==> src/design/vctrl_defines.svh <==
`ifndef VCTRL_DEFINES_SVH
`define VCTRL_DEFINES_SVH

// Vector register size in bytes (VLEN = 128)
`define VREG_BYTES 16
// Downstream micro-op slots
`define NUM_CREDITS 4
// Scalar datapath width
`define XLEN 32
// Upper bound on micro-ops per instruction
`define MAX_UOPS 8
// Architectural register index width
`define REGIDX_W 5

`endif

==> src/design/vinstr_pkg.sv <==
`include "vctrl_defines.svh"

package vinstr_pkg;

    // Major opcodes of the vector extension
    typedef enum logic [6:0] {
        VMOC_LOAD    = 7'b0000111,
        VMOC_STORE   = 7'b0100111,
        VMOC_ALU_CFG = 7'b1010111,
        VMOC_INVALID = 7'b1111111
    } vmajor_t;

    // Load/store addressing mode
    typedef enum logic [1:0] {
        MOP_UNIT     = 2'b00,
        MOP_UINDEXED = 2'b01,
        MOP_STRIDED  = 2'b10,
        MOP_OINDEXED = 2'b11
    } mop_t;

    // Unit-stride variants, held in the rs2 field
    typedef enum logic [4:0] {
        LUMOP_UNIT    = 5'b00000,
        LUMOP_FULLREG = 5'b01000,
        LUMOP_MASK    = 5'b01011
    } lumop_t;

    // Arithmetic and config formats
    typedef enum logic [2:0] {
        OPIVV, OPFVV, OPMVV, OPIVI, OPIVX, OPFVF, OPMVX, OPCFG
    } vfunct3_t;

    typedef enum logic [1:0] {
        NOT_CFG, VSETVLI, VSETIVLI, VSETVL
    } vset_type_t;

    // Memory width field, same bits as funct3
    typedef logic [2:0]           vwidth_t;
    typedef logic [`REGIDX_W-1:0] regidx_t;
    typedef logic [5:0]           funct6_t;
    typedef logic [31:0]          instr_t;

endpackage

==> src/design/vuop_pkg.sv <==
`include "vctrl_defines.svh"

package vuop_pkg;

    // Element width as log2 of the byte count
    typedef enum logic [2:0] {
        SEW8  = 3'd0,
        SEW16 = 3'd1,
        SEW32 = 3'd2
    } vsew_t;

    // Register grouping code from vtype
    typedef logic [2:0] vlmul_t;

    // Element count after mask and whole-register scaling
    typedef logic [`XLEN-1:0] evl_t;

    // Micro-op count, or index within an instruction
    typedef logic [3:0] uop_cnt_t;

    // Holds 0 to NUM_CREDITS
    typedef logic [2:0] credit_t;

    typedef enum logic {
        SEQ_IDLE,
        SEQ_ISSUE
    } seq_state_t;

endpackage

==> src/design/vdec_if.sv <==
`timescale 1ns/1ps
`include "vctrl_defines.svh"

interface vdec_if import vinstr_pkg::*, vuop_pkg::*; ();

    // Raw fields and classification
    logic       is_vector;
    vmajor_t    major;
    mop_t       mop;
    lumop_t     lumop;
    vwidth_t    mem_width;
    vfunct3_t   funct3;
    funct6_t    funct6;
    regidx_t    vd, vs1, vs2;
    uop_cnt_t   nf;
    vset_type_t vset_type;
    logic       keepvl;

    // Register file and operand control
    logic sregwen, vregwen;
    logic use_imm, use_rs1, use_rs2;
    logic vmask_ldst, vwholereg, vindexed;

    // Width results
    vsew_t    eew_src1, eew_src2, eew_dest;
    evl_t     evl;
    uop_cnt_t uop_count;

    modport decoder (
        output is_vector, major, mop, lumop, mem_width, funct3, funct6,
               vd, vs1, vs2, nf, vset_type, keepvl, sregwen, vregwen,
               use_imm, use_rs1, use_rs2, vmask_ldst, vwholereg, vindexed
    );

    modport width (
        input  is_vector, major, mop, lumop, mem_width, funct3, funct6,
               vd, vs1, vs2, nf, vset_type, keepvl, sregwen, vregwen,
               use_imm, use_rs1, use_rs2, vmask_ldst, vwholereg, vindexed,
        output eew_src1, eew_src2, eew_dest, evl, uop_count
    );

    modport seq (
        input is_vector, major, mop, lumop, mem_width, funct3, funct6,
              vd, vs1, vs2, nf, vset_type, keepvl, sregwen, vregwen,
              use_imm, use_rs1, use_rs2, vmask_ldst, vwholereg, vindexed,
              eew_src1, eew_src2, eew_dest, evl, uop_count
    );

endinterface

==> src/design/vinstr_decode.sv <==
`timescale 1ns/1ps
`include "vctrl_defines.svh"

module vinstr_decode import vinstr_pkg::*; (
    input instr_t   instr,
    vdec_if.decoder dec
);

    vmajor_t  major;
    vfunct3_t funct3;
    mop_t     mop;
    lumop_t   lumop;
    regidx_t  rd, rs1;
    logic     is_load, is_store, is_mem, is_cfg;

    // Scalar views of the register fields
    assign rd  = instr[11:7];
    assign rs1 = instr[19:15];

    // Only the three vector opcodes are recognised
    always_comb begin
        case (instr[6:0])
            VMOC_LOAD:    major = VMOC_LOAD;
            VMOC_STORE:   major = VMOC_STORE;
            VMOC_ALU_CFG: major = VMOC_ALU_CFG;
            default:      major = VMOC_INVALID;
        endcase
    end

    assign funct3   = vfunct3_t'(instr[14:12]);
    assign mop      = mop_t'(instr[27:26]);
    assign lumop    = lumop_t'(instr[24:20]);
    assign is_load  = (major == VMOC_LOAD);
    assign is_store = (major == VMOC_STORE);
    assign is_mem   = is_load || is_store;
    assign is_cfg   = (major == VMOC_ALU_CFG) && (funct3 == OPCFG);

    assign dec.is_vector = (major != VMOC_INVALID);
    assign dec.major     = major;
    assign dec.mop       = mop;
    assign dec.lumop     = lumop;
    assign dec.mem_width = instr[14:12];
    assign dec.funct3    = funct3;
    // Passed through untouched for the executor
    assign dec.funct6    = instr[31:26];
    // nf field is stored minus one
    assign dec.nf        = {1'b0, instr[31:29]} + 4'd1;

    // Store data register vs3 sits in the vd field
    assign dec.vd  = instr[11:7];
    assign dec.vs1 = is_store ? instr[11:7] : instr[19:15];
    assign dec.vs2 = instr[24:20];

    // vset* flavour from the top two bits
    always_comb begin
        dec.vset_type = NOT_CFG;
        dec.keepvl    = 1'b0;
        if (is_cfg) begin
            casez (instr[31:30])
                2'b0?: begin
                    dec.vset_type = VSETVLI;
                    dec.keepvl    = (rs1 == '0) && (rd == '0);
                end
                2'b11: dec.vset_type = VSETIVLI;
                2'b10: begin
                    dec.vset_type = VSETVL;
                    dec.keepvl    = (rs1 == '0) && (rd == '0);
                end
                default: dec.vset_type = NOT_CFG;
            endcase
        end
    end

    // Memory addressing flavours
    assign dec.vindexed   = is_mem && ((mop == MOP_UINDEXED) || (mop == MOP_OINDEXED));
    assign dec.vmask_ldst = is_mem && (mop == MOP_UNIT) && (lumop == LUMOP_MASK);
    assign dec.vwholereg  = is_mem && (mop == MOP_UNIT) && (lumop == LUMOP_FULLREG);

    // vset* writes the new vl to rd
    assign dec.sregwen = is_cfg;
    assign dec.vregwen = (major != VMOC_INVALID) && !is_store && !is_cfg;

    // Operand selects
    assign dec.use_imm = (major == VMOC_ALU_CFG) && (funct3 == OPIVI);
    assign dec.use_rs1 = is_mem ||
                         ((major == VMOC_ALU_CFG) &&
                          ((funct3 == OPIVX) || (funct3 == OPFVF) || (funct3 == OPMVX)));
    // rs2 carries the stride, indexed ops take vs2 instead
    assign dec.use_rs2 = is_mem && !dec.vindexed;

endmodule

==> src/design/vwidth_calc.sv <==
`timescale 1ns/1ps
`include "vctrl_defines.svh"

module vwidth_calc import vinstr_pkg::*, vuop_pkg::*; (
    input evl_t   vl,
    input vsew_t  vsew,
    vdec_if.width dec
);

    logic             is_mem, widening;
    vsew_t            mem_eew, twice_vsew, eew_dest;
    evl_t             mask_evl, wholereg_evl, evl;
    // Room for evl scaled by up to 8 bytes per element
    logic [`XLEN+2:0] evl_bytes, reg_span;

    assign is_mem     = (dec.major == VMOC_LOAD) || (dec.major == VMOC_STORE);
    assign twice_vsew = vsew_t'(vsew + 3'd1);
    // funct6 top bits 11 mark the widening group
    assign widening   = (dec.major == VMOC_ALU_CFG) && (dec.funct3 != OPCFG) &&
                        (dec.funct6[5:4] == 2'b11);

    // Width field to EEW: 8, 16, everything else 32
    always_comb begin
        case (dec.mem_width)
            3'b000:  mem_eew = SEW8;
            3'b101:  mem_eew = SEW16;
            default: mem_eew = SEW32;
        endcase
    end

    always_comb begin
        dec.eew_src1 = vsew;
        dec.eew_src2 = vsew;
        eew_dest     = vsew;
        if (widening) begin
            eew_dest = twice_vsew;
        end
        // Data side follows the memory width
        if (is_mem && !dec.vindexed) begin
            dec.eew_src1 = mem_eew;
            eew_dest     = mem_eew;
        end
        // Index vector follows the memory width
        if (is_mem && dec.vindexed) begin
            dec.eew_src2 = mem_eew;
        end
    end

    assign dec.eew_dest = eew_dest;

    // Mask ops move ceil(vl/8) bytes
    assign mask_evl     = (vl >> 3) + evl_t'(|vl[2:0]);
    // nf whole registers worth of elements
    assign wholereg_evl = (evl_t'(dec.nf) * `VREG_BYTES) >> eew_dest;
    assign evl          = dec.vmask_ldst ? mask_evl :
                          dec.vwholereg  ? wholereg_evl : vl;
    assign dec.evl      = evl;

    // Registers touched, rounded up
    assign evl_bytes = {3'b000, evl} << eew_dest;
    assign reg_span  = (evl_bytes + (`VREG_BYTES - 1)) / `VREG_BYTES;

    always_comb begin
        if (dec.vset_type != NOT_CFG) begin
            dec.uop_count = uop_cnt_t'(1);
        end else if (dec.vwholereg) begin
            dec.uop_count = dec.nf;
        end else if (reg_span == '0) begin
            // vl of zero still issues one micro-op
            dec.uop_count = uop_cnt_t'(1);
        end else if (reg_span > `MAX_UOPS) begin
            dec.uop_count = uop_cnt_t'(`MAX_UOPS);
        end else begin
            dec.uop_count = uop_cnt_t'(reg_span);
        end
    end

endmodule

==> src/design/vuop_seq.sv <==
`timescale 1ns/1ps
`include "vctrl_defines.svh"

module vuop_seq import vinstr_pkg::*, vuop_pkg::*; (
    input  logic       CLK,
    input  logic       nRST,
    input  logic       instr_valid,
    output logic       instr_ready,
    input  logic       credit_return,
    vdec_if.seq        dec,
    output logic       uop_valid,
    output logic       uop_last,
    output uop_cnt_t   uop_num,
    output regidx_t    uop_vd,
    output regidx_t    uop_vs1,
    output regidx_t    uop_vs2,
    output vsew_t      uop_eew_dest,
    output vsew_t      uop_eew_src2,
    output funct6_t    uop_funct6,
    output logic       uop_memdren,
    output logic       uop_memdwen,
    output mop_t       uop_mode,
    output logic       uop_sregwen,
    output logic       uop_vregwen,
    output logic       uop_use_imm,
    output logic       uop_use_rs1,
    output logic       uop_use_rs2,
    output vset_type_t uop_vset_type,
    output logic       uop_keepvl
);

    seq_state_t state, next_state;
    uop_cnt_t   uop_idx, cap_count;
    credit_t    credits;
    logic       accept;
    regidx_t    reg_step;

    // Copy of the accepted instruction
    regidx_t    cap_vd, cap_vs1, cap_vs2;
    vsew_t      cap_eew_dest, cap_eew_src2;
    funct6_t    cap_funct6;
    mop_t       cap_mode;
    vset_type_t cap_vset_type;
    logic       cap_memdren, cap_memdwen, cap_sregwen, cap_vregwen;
    logic       cap_use_imm, cap_use_rs1, cap_use_rs2, cap_keepvl;

    assign instr_ready = (state == SEQ_IDLE);
    assign accept      = instr_valid && instr_ready;

    // A returning credit can be reused in the same cycle
    assign uop_valid = (state == SEQ_ISSUE) && ((credits != '0) || credit_return);
    assign uop_last  = uop_valid && (uop_idx == cap_count - uop_cnt_t'(1));

    always_comb begin
        next_state = state;
        case (state)
            // Non-vector words are taken and dropped
            SEQ_IDLE:  if (accept && dec.is_vector) next_state = SEQ_ISSUE;
            SEQ_ISSUE: if (uop_last) next_state = SEQ_IDLE;
            default:   next_state = SEQ_IDLE;
        endcase
    end

    always_ff @(posedge CLK, negedge nRST) begin
        if (!nRST) begin
            state   <= SEQ_IDLE;
            uop_idx <= '0;
            credits <= credit_t'(`NUM_CREDITS);
        end else begin
            state <= next_state;
            if (accept) begin
                uop_idx <= '0;
            end else if (uop_valid) begin
                uop_idx <= uop_idx + uop_cnt_t'(1);
            end
            // One out per issue, one in per return
            case ({uop_valid, credit_return})
                2'b10:   credits <= credits - credit_t'(1);
                2'b01:   credits <= credits + credit_t'(1);
                default: credits <= credits;
            endcase
        end
    end

    always_ff @(posedge CLK) begin
        if (accept) begin
            cap_count     <= dec.uop_count;
            cap_vd        <= dec.vd;
            cap_vs1       <= dec.vs1;
            cap_vs2       <= dec.vs2;
            cap_eew_dest  <= dec.eew_dest;
            cap_eew_src2  <= dec.eew_src2;
            cap_funct6    <= dec.funct6;
            cap_mode      <= dec.mop;
            cap_vset_type <= dec.vset_type;
            cap_memdren   <= (dec.major == VMOC_LOAD);
            cap_memdwen   <= (dec.major == VMOC_STORE);
            cap_sregwen   <= dec.sregwen;
            cap_vregwen   <= dec.vregwen;
            cap_use_imm   <= dec.use_imm;
            cap_use_rs1   <= dec.use_rs1;
            cap_use_rs2   <= dec.use_rs2;
            cap_keepvl    <= dec.keepvl;
        end
    end

    // Register groups step by the micro-op index, vset* stays put
    assign reg_step = (cap_vset_type != NOT_CFG) ? '0 : regidx_t'(uop_idx);

    assign uop_num       = uop_idx;
    assign uop_vd        = cap_vd + reg_step;
    assign uop_vs1       = cap_vs1 + reg_step;
    assign uop_vs2       = cap_vs2 + reg_step;
    assign uop_eew_dest  = cap_eew_dest;
    assign uop_eew_src2  = cap_eew_src2;
    assign uop_funct6    = cap_funct6;
    assign uop_mode      = cap_mode;
    assign uop_vset_type = cap_vset_type;
    assign uop_memdren   = cap_memdren;
    assign uop_memdwen   = cap_memdwen;
    assign uop_sregwen   = cap_sregwen;
    assign uop_vregwen   = cap_vregwen;
    assign uop_use_imm   = cap_use_imm;
    assign uop_use_rs1   = cap_use_rs1;
    assign uop_use_rs2   = cap_use_rs2;
    assign uop_keepvl    = cap_keepvl;

    // Receiver must never return more than it took
    a_credit_bound: assert property (@(posedge CLK) disable iff (!nRST)
        credit_return |-> credits < `NUM_CREDITS || uop_valid);

    // Issue on an empty counter would wrap it past the limit
    a_credit_range: assert property (@(posedge CLK) disable iff (!nRST)
        credits <= credit_t'(`NUM_CREDITS));

    // Index never runs past the captured count
    a_idx_in_range: assert property (@(posedge CLK) disable iff (!nRST)
        uop_valid |-> uop_idx < cap_count);

endmodule

==> src/design/vector_control_unit.sv <==
`timescale 1ns/1ps
`include "vctrl_defines.svh"

module vector_control_unit import vinstr_pkg::*, vuop_pkg::*; (
    input  logic       CLK,
    input  logic       nRST,
    input  logic       instr_valid,
    output logic       instr_ready,
    input  instr_t     instr,
    input  evl_t       vl,
    input  vsew_t      vsew,
    input  logic       credit_return,
    output logic       uop_valid,
    output logic       uop_last,
    output uop_cnt_t   uop_num,
    output regidx_t    uop_vd,
    output regidx_t    uop_vs1,
    output regidx_t    uop_vs2,
    output vsew_t      uop_eew_dest,
    output vsew_t      uop_eew_src2,
    output funct6_t    uop_funct6,
    output logic       uop_memdren,
    output logic       uop_memdwen,
    output mop_t       uop_mode,
    output logic       uop_sregwen,
    output logic       uop_vregwen,
    output logic       uop_use_imm,
    output logic       uop_use_rs1,
    output logic       uop_use_rs2,
    output vset_type_t uop_vset_type,
    output logic       uop_keepvl
);

    // Decoded instruction shared by all three stages
    vdec_if dec_bus ();

    vinstr_decode u_decode (.instr(instr), .dec(dec_bus));

    vwidth_calc u_width (.vl(vl), .vsew(vsew), .dec(dec_bus));

    vuop_seq u_seq (
        .CLK(CLK), .nRST(nRST), .instr_valid(instr_valid), .instr_ready(instr_ready),
        .credit_return(credit_return), .dec(dec_bus), .uop_valid(uop_valid),
        .uop_last(uop_last), .uop_num(uop_num), .uop_vd(uop_vd), .uop_vs1(uop_vs1),
        .uop_vs2(uop_vs2), .uop_eew_dest(uop_eew_dest), .uop_eew_src2(uop_eew_src2),
        .uop_funct6(uop_funct6), .uop_memdren(uop_memdren), .uop_memdwen(uop_memdwen),
        .uop_mode(uop_mode), .uop_sregwen(uop_sregwen), .uop_vregwen(uop_vregwen),
        .uop_use_imm(uop_use_imm), .uop_use_rs1(uop_use_rs1), .uop_use_rs2(uop_use_rs2),
        .uop_vset_type(uop_vset_type), .uop_keepvl(uop_keepvl)
    );

endmodule

==> config.mk <==
export PLATFORM = sky130hd
export DESIGN_NAME = vector_control_unit
export DESIGN_NICKNAME = d
export VERILOG_FILES = /design/src/design/vinstr_pkg.sv /design/src/design/vuop_pkg.sv /design/src/design/vdec_if.sv /design/src/design/vinstr_decode.sv /design/src/design/vwidth_calc.sv /design/src/design/vuop_seq.sv /design/src/design/vector_control_unit.sv
export VERILOG_INCLUDE_DIRS = /design/src /design/src/design
export SDC_FILE = /design/constraint.sdc
export NUM_CORES = 1
export LEC_CHECK = 0
export ABC_AREA = 0
export ABC_CLOCK_PERIOD_IN_PS = 1800
export BUFFER_PORTS_ARGS = -buffer_cell sky130_fd_sc_hd__buf_4
export CORE_MARGIN = 1
export CORE_UTILIZATION = 40
export DETAILED_ROUTE_END_ITERATION = 10
export PLACE_DENSITY_LB_ADDON = 0.2
export SLEW_MARGIN = 20
export SYNTH_ARGS = -nofsm -noshare
export SYNTH_HDL_FRONTEND = slang
export SYNTH_SLANG_ARGS = --single-unit
==> constraint.sdc <==
create_clock -name CLK -period 1.8 [get_ports CLK]
set_input_delay 0.27 -clock CLK [delete_from_list [all_inputs] [get_ports CLK]]
set_output_delay 0.27 -clock CLK [all_outputs]
set_load 0.005 [all_outputs]
==> out/qor.yml, run 1 <==
status:
  outcome: "finished with violations"
  violations: "setup timing"
detailed_routing:
  dr.pass1.iters: 5
  wl_mm: 23.7
  drc_errors: 0
  vias: 7856
  drtIter0Drc: 565
  via_per_inst: 5.74
  wl_per_cell_um: 17.3
  ant_nets: 0
setup_path:
  startpoint: "vl[2]"
  cp-start-kind: "input port"
  crit_chain: "buf_6, or3_4, ha_4, nand3_4, or4_4, buf_6, or3_4, a21oi_4, o32ai_4, buf_4, o211ai_1, o311ai_2, a21oi_2, nand4_1, nor4_2, o221ai_2, o41a_1"
  required_ns: 1.83
  r2r_start: "u_seq.state"
  worstSetupPathType: "input port to flip-flop"
  cp_slowest_stage_delay_ns: 0.55
  worst-path-buf-inv: 3
  crit_arrival_ns: 3.86
  crit_path_max_fanout: 7
  cp-end-kind: "flip-flop"
  cp_top_family: "simple AND/OR/NAND/NOR gates"
  crit_path_top_delay_cell: "or4_4"
yosys:
  yosys-top-cells-area: "edfxtp_1, nand2_1, o21ai_0"
  ys_seq_elements: 49
  synth_top_area_share_pct: 19.6
  synth_edf_count: 41
  yosysSeqAreaShare_pct: 22.8
  synth_top_flop_cell: "edfxtp_1"
  synth_cell_types: 96
  synth_area_mm2: 0.00629
  syn_nets: 875
  yosysWarnings: 0
  syn_area_per_cell_um2: 8.04
  async_reset_ff_share_pct: 16.3
  synthCells: 782
  synth.largest_area_cell: "edfxtp_1"
final_layout:
  drive_gt1_share_pct: 49.3
  final_util_pct: 68.1
  antenna-diode-count: 0
  area_growth_pct: 65.4
  final_cell_count_no_fill: 1369
  nFillCells: 1249
  finalNetCount: 1250
floorplan:
  ios: 117
  initial_utilization_pct: 41.2
  die_area_mm2: 0.0162
  die_h_um: 127
  rows: 45
  core_area_mm2: 0.0153
  dieWidth_um: 127
power_and_ir_drop:
  leakagePower_nw: 4.40
  power_frac_seq_pct: 26.6
  combPwrFrac_pct: 57.8
  swShare_pct: 35.7
  power.density_mw_per_mm2: 610
  p_switching_mw: 2.26
  clkPwrFrac_pct: 15.6
  vdd_drop_max_uv: 449
  p_int_mw: 4.08
grt:
  grt_max_degree: 30
  grt_usage_pct: 29.1
  grt_pass1_wl_mm: 37.5
  antenna_found_initial: 0
  grt_pass1_vias: 7367
  grt-ovfl-total: 0
clock_network:
  clock_path_buffers: 2
  worstSkewPairLatency_ns: 0.29
  path_clk_slew_ns: 0.06
  root_buffer: "clkbuf_16"
  cts_tree: "built"
  cts_made_buffers: 5
  cts.htree.levels: 2
  cts_sinks: 49
timing:
  layout_setup_ws_ns: -2.03
  relSlewSlack_pct: 56.0
  hold_viol_final: 0
  clock-skew-final_ns: 0.00560
  report.final.slew_viol_count: 0
  tightest_slew_ns: 0.656
  final.period_utilization_pct: 213
  rsz0062_at_grt: "yes"
  fmax_ghz: 0.261
  fin_crit_ns: 3.83
  setup_viol: 16
place:
  dp_hpwl_mm: 18.8
  portBuffers: 115
  dp_cells: 1330
  gp_congestion: 0.923
hold_path:
  hold_path.startpoint: "instr[28]"
  hp-class: "input port to flip-flop"
flow_run:
  cap_violations: 0
==> synthesized netlist by cell type (all sizes together), types with 13 or more instances <==
library cell / instances
a21oi: 42
a31oi: 14
buf: 25
clkbuf: 19
edfxtp: 41
ha: 18
inv: 33
mux2: 14
mux2i: 26
nand2: 77
nand3: 31
nand4: 27
nor2: 46
nor3: 33
nor4: 15
o211ai: 24
o21ai: 57
o22ai: 13
or3: 15
xnor2: 28
==> registers in the layout (all words and copies together), names as in the netlist <==
name                 count
u_seq.uop_funct6         5
u_seq.uop_memdwen        1
u_seq.cap_vd             5
u_seq.credits            3
u_seq.cap_vs1            5
u_seq.cap_vs2            5
u_seq.uop_use_imm        1
u_seq.uop_mode           1
u_seq.uop_eew_dest       3
u_seq.uop_use_rs1        1
u_seq.uop_num            4
u_seq.uop_use_rs2        1
u_seq.uop_vset_type      2
u_seq.cap_count          4
u_seq.uop_keepvl         1
u_seq.uop_sregwen        1
u_seq.state              1
u_seq.uop_vregwen        1
u_seq.uop_memdren        1
u_seq.uop_eew_src2       3
==> per-stage QoR <==
stage	instance area (um^2)	total power [mW]	hold slack (ns)	setup WS (ns)	TNS, ns
after floorplan	6420	3.18	-0.0256	-1.98	-8.73
after global placement	9340	4.77	0.0920	-2.40	-12.58
after detailed placement	9340	4.85	0.0948	-2.44	-13.68
after CTS	10000	6.16	0.154	-2.04	-14.07
after global routing	10400	6.72	0.152	-2.17	-15.85
final	10400	6.34	0.156	-2.03	-14.32
==> power groups by stage <==
| stage | Clock, mW | Sequential [mW] | Combinational [mW] |
|---|---|---|---|
| 2_1_floorplan | 0 | 1.70 | 1.48 |
| 3_3_place_gp | 0 | 1.66 | 3.11 |
| 3_5_place_dp | 0 | 1.68 | 3.17 |
| 4_1_cts | 0.999 | 1.67 | 3.49 |
| 5_1_grt | 1.05 | 1.71 | 3.97 |
| 6_report | 0.989 | 1.69 | 3.67 |
==> path summary, 6_finish.rpt <==
kind / end / slack, ns / cells after the start
max in group asynchronous: u_seq.credits[2] / 1.25 / 2
worst max-delay path: u_seq.cap_count[3] / -2.03 / 17
min in group asynchronous: u_seq.uop_num[2] / 0.33 / 2
worst min-delay path: u_seq.uop_funct6[2] / 0.16 / 1
worst min register to register: u_seq.credits[0] / 0.50 / 1
worst max register to register: u_seq.credits[2] / 0.22 / 6
==> cells by family (layout without fill, tap and decap cells) <==
family	after synthesis	after routing	synth area share, %
and+or+nand+nor	311	311	27.8
muxes	40	40	6.77
DFF	49	49	22.8
adders and majority gates	22	22	4.86
AOI/OAI and AO/OA	242	242	26.2
xor gates and xnor gates	40	40	5.57
buffers and inverters	78	454	6.03
==> area by class of cell <==
class,instances,area [um^2],area share (%)
clock inverter,1,5.00,0.0481
clock buffer,7,154,1.48
multi-input combinational,655,5150,49.5
timing repair buffer,412,3240,31.2
sequential,49,1430,13.8
tap,211,264,2.54
inverter,34,148,1.42
==> what timing repair did <==
| action | 4_1_cts | 5_1_grt |
|---|---|---|
| hold buffers | 1 | 0 |
| resized for setup | 85 | 61 |
| setup endpoints to repair | 18 | 20 |
| pin swaps | 38 | 36 |
| buffers inserted | 21 | 11 |
| endpoints found under the hold margin | 8 | 0 |
==> routing by layer <==
layer  global-route usage [%]  vias up  wire, um
li1                         -     3782         -
met1                     41.4     3752     10800
met2                     46.4      289     11100
met3                     3.52       33      1410
met4                     7.70        0       439
met5                        0        -         0
==> placed cells by master (no fill, tap or decap), types with 8 or more instances in the layout <==
| cell type | count |
|---|---|
| buf_4 | 388 |
| nand2_1 | 72 |
| nor2_1 | 43 |
| edfxtp_1 | 41 |
| o21ai_0 | 40 |
| a21oi_1 | 27 |
| nand3_1 | 27 |
| nand4_1 | 26 |
| xnor2_1 | 25 |
| nor3_1 | 23 |
| o211ai_1 | 23 |
| inv_1 | 22 |
| mux2i_1 | 17 |
| buf_6 | 16 |
| a21oi_2 | 14 |
| mux2_2 | 13 |
| or3_1 | 12 |
| o21ai_1 | 12 |
| a21o_1 | 11 |
| xor2_1 | 11 |
| and3_1 | 11 |
| nor4_1 | 10 |
| nor3_2 | 9 |
| and2_1 | 9 |
| or4_1 | 9 |
| ha_4 | 9 |
| ha_1 | 9 |
| a211oi_1 | 8 |
Note: power is estimated with default switching activity, not from simulation.
==> run 2, diff against run 1 <==
CORE_ASPECT_RATIO = 0.9   (was not set)
SLEW_MARGIN = 0   (was 20)
==> out/qor.yml, run 2 (synthesis gave the netlist of run 1 again) <==
status:
  outcome: "finished with violations"
  violations: "setup timing"
hold_path:
  hold_path.startpoint: "instr[28]"
  hp-class: "input port to flip-flop"
clock_network:
  cts_sinks: 49
  clock_path_buffers: 2
  cts.htree.levels: 2
  cts_made_buffers: 5
  root_buffer: "clkbuf_16"
  cts_tree: "built"
  path_clk_slew_ns: 0.06
  worstSkewPairLatency_ns: 0.29
grt:
  grt_usage_pct: 29.5
  grt_max_degree: 40
  grt_pass1_wl_mm: 38.2
  grt_pass1_vias: 7237
  grt-ovfl-total: 0
  antenna_found_initial: 0
setup_path:
  cp-start-kind: "input port"
  required_ns: 1.94
  crit_chain: "buf_4, or3_4, ha_4, ha_4, and4_4, nand4_1, buf_4, xor2_1, o21ai_1, buf_4, mux2i_1, mux2_2, mux2i_2, and4bb_2, mux2i_1, a31oi_2, or4_1, o21ai_1"
  crit_path_max_fanout: 7
  crit_path_top_delay_cell: "or4_1"
  path_common_cell: "buf_4"
  r2r_start: "u_seq.state"
  crit_arrival_ns: 4.02
  startpoint: "vl[0]"
  cp-end-kind: "flip-flop"
  cp_slowest_stage_delay_ns: 0.53
  worstSetupPathType: "input port to flip-flop"
floorplan:
  die_h_um: 121
  dieWidth_um: 134
  initial_utilization_pct: 40.9
  die_area_mm2: 0.0162
  ios: 117
  core_area_mm2: 0.0154
  rows: 43
final_layout:
  finalNetCount: 1248
  drive_gt1_share_pct: 49.6
  layout_commonest_cell: "buf_4"
  antenna-diode-count: 0
  area_growth_pct: 65.1
  final_util_pct: 67.4
  final_cell_mix: "buf_4, nand2_1, nor2_1, o21ai_0, edfxtp_1"
  fin_area_mm2: 0.0104
detailed_routing:
  wl_per_cell_um: 18.1
  vias: 7952
  drc_errors: 0
  ant_nets: 0
  dr.pass1.iters: 6
  via_per_inst: 5.86
  drtIter0Drc: 838
  wl_mm: 24.6
timing:
  timing.hold.ws_ns: 0.156
  setup_viol: 17
  tightest_slew_ns: 0.491
  hold_viol_final: 0
  final.period_utilization_pct: 215
  fmax_ghz: 0.258
  rsz0062_at_grt: "yes"
  layout_setup_ws_ns: -2.08
  relSlewSlack_pct: 67.2
  clock-skew-final_ns: 0.00357
  report.final.slew_viol_count: 0
  fin_crit_ns: 3.88
power_and_ir_drop:
  power.density_mw_per_mm2: 616
  leakagePower_nw: 4.37
  total_power_mw: 6.39
  vdd_drop_max_uv: 811
place:
  dp_hpwl_mm: 18.7
  dpl_cell_area_mm2: 0.00934
  portBuffers: 115
  gp_congestion: 0.941
flow_run:
  cap_violations: 0
-- run 2: per-layer routing --
metal / routed length [um] / vias up / track usage [%] / part of all wire [%]
li1: - / 3780 / - / -
met2: 11400 / 380 / 46.9 / 46
met3: 1710 / 27 / 2.46 / 7.0
met1: 11300 / 3765 / 44.1 / 46
met5: 0 / - / 0 / 0
met4: 202 / 0 / 4.00 / 0.82
-- run 2: path summary, 6_finish.rpt --
path,to,slack (ns),depth (start not counted)
max,u_seq.cap_count[1],-2.08,18
min,u_seq.uop_funct6[2],0.16,1
max reg2reg,u_seq.credits[2],0.26,6
min reg2reg,u_seq.credits[2],0.50,1
max in group asynchronous,u_seq.credits[2],1.26,2
min in group asynchronous,u_seq.uop_num[1],0.33,2
-- run 2: worst max-delay path: cells and delay by family --
family                     cells  cell delay, ns
and+or+nand+nor                5            1.61
xor gates and xnor gates       1            0.06
AOI/OAI and AO/OA              3            0.42
buffers and inverters          3            0.44
adders and majority gates      2            0.35
muxes                          4            0.89
-- run 2: area by class of cell --
type | count | area, um^2
multi-input combinational | 655 | 5180
fill | 1261 | 5010
timing repair buffer | 410 | 3210
sequential | 49 | 1430
tap | 202 | 253
inverter | 34 | 151
clock buffer | 6 | 129
clock inverter | 2 | 15.0
-- run 2: metrics by stage --
step,TNS [ns],std cells,setup WS (ns)
after floorplan,-8.73,782,-1.98
after global placement,-12.38,1326,-2.43
after detailed placement,-13.29,1326,-2.47
after CTS,-13.06,1351,-1.93
after global routing,-15.97,1358,-2.27
final,-14.51,1358,-2.08
-- run 2: report_power, final --
| part | switching, mW | internal [mW] |
|---|---|---|
| Clock | 0.410 | 0.516 |
| Combinational | 1.80 | 1.99 |
| Sequential | 0.153 | 1.53 |
-- run 2: what timing repair did --
action                                  in CTS  in global routing
buffers inserted                            16                  8
hold buffers                                 1                  0
pin swaps                                   44                 34
endpoints found under the hold margin        8                  0
endpoints found under the setup margin      19                 20
gates resized for setup                    120                 37
==> run 3, diff against run 2 <==
TNS_END_PERCENT = 1   (was not set)
==> out/qor.yml, run 3 (synthesis gave the netlist of run 1 again) <==
timing:
  relSlewSlack_pct: 69.2
  hold_viol_final: 0
  setup_viol: 18
  clock-skew-final_ns: 0.00479
  report.final.slew_viol_count: 0
  tightest_slew_ns: 0.461
  final.period_utilization_pct: 217
  finalSetupTns_ns: -15.01
  rsz0062_at_grt: "yes"
  fin_crit_ns: 3.91
  layout_setup_ws_ns: -2.11
  fmax_ghz: 0.256
final_layout:
  layout_commonest_cell: "buf_4"
  fin_area_mm2: 0.00979
  final_util_pct: 63.6
  area_growth_pct: 55.7
  final_cell_mix: "buf_4, nand2_1, o21ai_0, nor2_1, edfxtp_1"
  finalNetCount: 1232
  final_cell_count_no_fill: 1342
  drive_gt1_share_pct: 43.1
  antenna-diode-count: 0
  nFillCells: 1356
clock_network:
  worstSkewPairLatency_ns: 0.29
  root_buffer: "clkbuf_16"
  clock_path_buffers: 2
  cts_made_buffers: 5
  cts_sinks: 49
  path_clk_slew_ns: 0.06
  cts.htree.levels: 2
  cts_tree: "built"
setup_path:
  r2r_end: "u_seq.credits[1]"
  cp-start-kind: "input port"
  r2r_start: "u_seq.credits[2]"
  crit_path_max_fanout: 9
  worstSetupPathType: "input port to flip-flop"
  crit_path_top_delay_cell: "or4_1"
  cp_top_family: "compound AO/OA/AOI/OAI gates"
  required_ns: 1.95
  reg2reg_depth: 4
  ff2ff_setup_slack_ns: 0.28
  worst-path-buf-inv: 3
  crit_chain: "buf_4, and4b_1, buf_4, a21boi_0, mux2i_4, buf_4, a21o_1, a311oi_1, o22ai_1, o221ai_1, nor2_1, and3_2, a211oi_1, a31oi_2, or4_1, o21ai_1"
  cp-end-kind: "flip-flop"
  cp_slowest_stage_delay_ns: 0.51
  path_common_cell: "buf_4"
  crit_arrival_ns: 4.06
grt:
  grt_max_degree: 44
  antenna_found_initial: 0
  grt-ovfl-total: 0
  grt_pass1_wl_mm: 37.0
  grt_pass1_vias: 7193
  grt_usage_pct: 28.7
flow_run:
  cap_violations: 0
floorplan:
  die_area_mm2: 0.0162
  die_h_um: 121
  core_area_mm2: 0.0154
  dieWidth_um: 134
  ios: 117
  rows: 43
  initial_utilization_pct: 40.9
hold_path:
  hold_path.startpoint: "instr[28]"
  hp-class: "input port to flip-flop"
  whs_path_depth: 1
  whs_endpoint: "u_seq.uop_funct6[2]"
detailed_routing:
  drc_errors: 0
  ant_nets: 0
  via_per_inst: 5.75
  wl_per_cell_um: 17.4
  vias: 7722
  wl_mm: 23.4
  drtIter0Drc: 719
  dr.pass1.iters: 6
place:
  dpl_worst_slack_ns: -2.45
  portBuffers: 115
  dp_hpwl_mm: 19.2
  dpl_cell_area_mm2: 0.00936
  gp_congestion: 0.924
  dp_cells: 1329
power_and_ir_drop:
  vdd_drop_max_uv: 851
  leakagePower_nw: 4.27
  power.density_mw_per_mm2: 617
status:
  outcome: "finished with violations"
  violations: "setup timing"
## run 3: cell count changes in the layout (fill, tap and decap cells not counted), sizes merged
cell | before | now
buf | 409 | 393
clkinvlp | 3 | 0
clkinv | 0 | 2
bufinv | 0 | 1
## run 3: cell type report
class	count	area (um^2)	share of cell area, %
sequential	49	1430	14.6
inverter	34	130	1.33
clock inverter	2	38.8	0.396
timing repair buffer	394	3060	31.3
clock buffer	6	129	1.32
tap	202	253	2.58
multi-input combinational	655	4750	48.5
## run 3: power breakdown
group / switching (mW) / internal, mW / total [mW] / leakage, nW
clock: 0.405 / 0.659 / 1.06 / 0.0810
combinational: 1.57 / 1.74 / 3.31 / 3.70
sequential: 0.144 / 1.53 / 1.67 / 0.483
total: 2.12 / 3.92 / 6.04 / 4.27
## run 3: worst max path at each step
stage                     slack [ns]  cells past startpoint            endpoint      from
final                          -2.11                     16  u_seq.cap_count[1]  instr[1]
after global routing           -2.29                     20  u_seq.cap_count[1]     vl[2]
after CTS                      -2.01                     18  u_seq.cap_count[1]     vl[2]
after detailed placement       -2.45                     17  u_seq.cap_count[1]     vl[2]
after global placement         -2.43                     18  u_seq.cap_count[1]     vl[2]
after floorplan                -1.98                     15  u_seq.cap_count[0]  instr[3]
## run 3: what timing repair did
action                                  CTS  global route
endpoints found under the setup margin   22            18
setup buffers                             2             2
hold endpoints to repair                  8             0
pin swaps                                20             7
hold buffers                              1             0
gates resized for setup                  28            24
## run 3: per-stage QoR
stage                     total power, mW  hold WS (ns)
after floorplan                      3.15       -0.0256
after global placement               4.75        0.0949
after detailed placement             4.83        0.0955
after CTS                            5.99         0.150
after global routing                 6.39         0.148
final                                6.04         0.151
## run 3: worst reg2reg max path: cells and delay by family (launching register included)
kind / cells / cell delay, ns
mux: 1 / 0.38
compound gates: 1 / 0.30
flops: 1 / 0.55
simple gates: 2 / 0.19
## run 3: per-layer routing
layer	track usage [%]	vias up	part of all wire, %
li1	-	3746	-
met1	43.2	3644	47
met2	44.8	321	44
met3	3.63	11	7.8
met4	3.51	0	0.61
met5	0	-	0
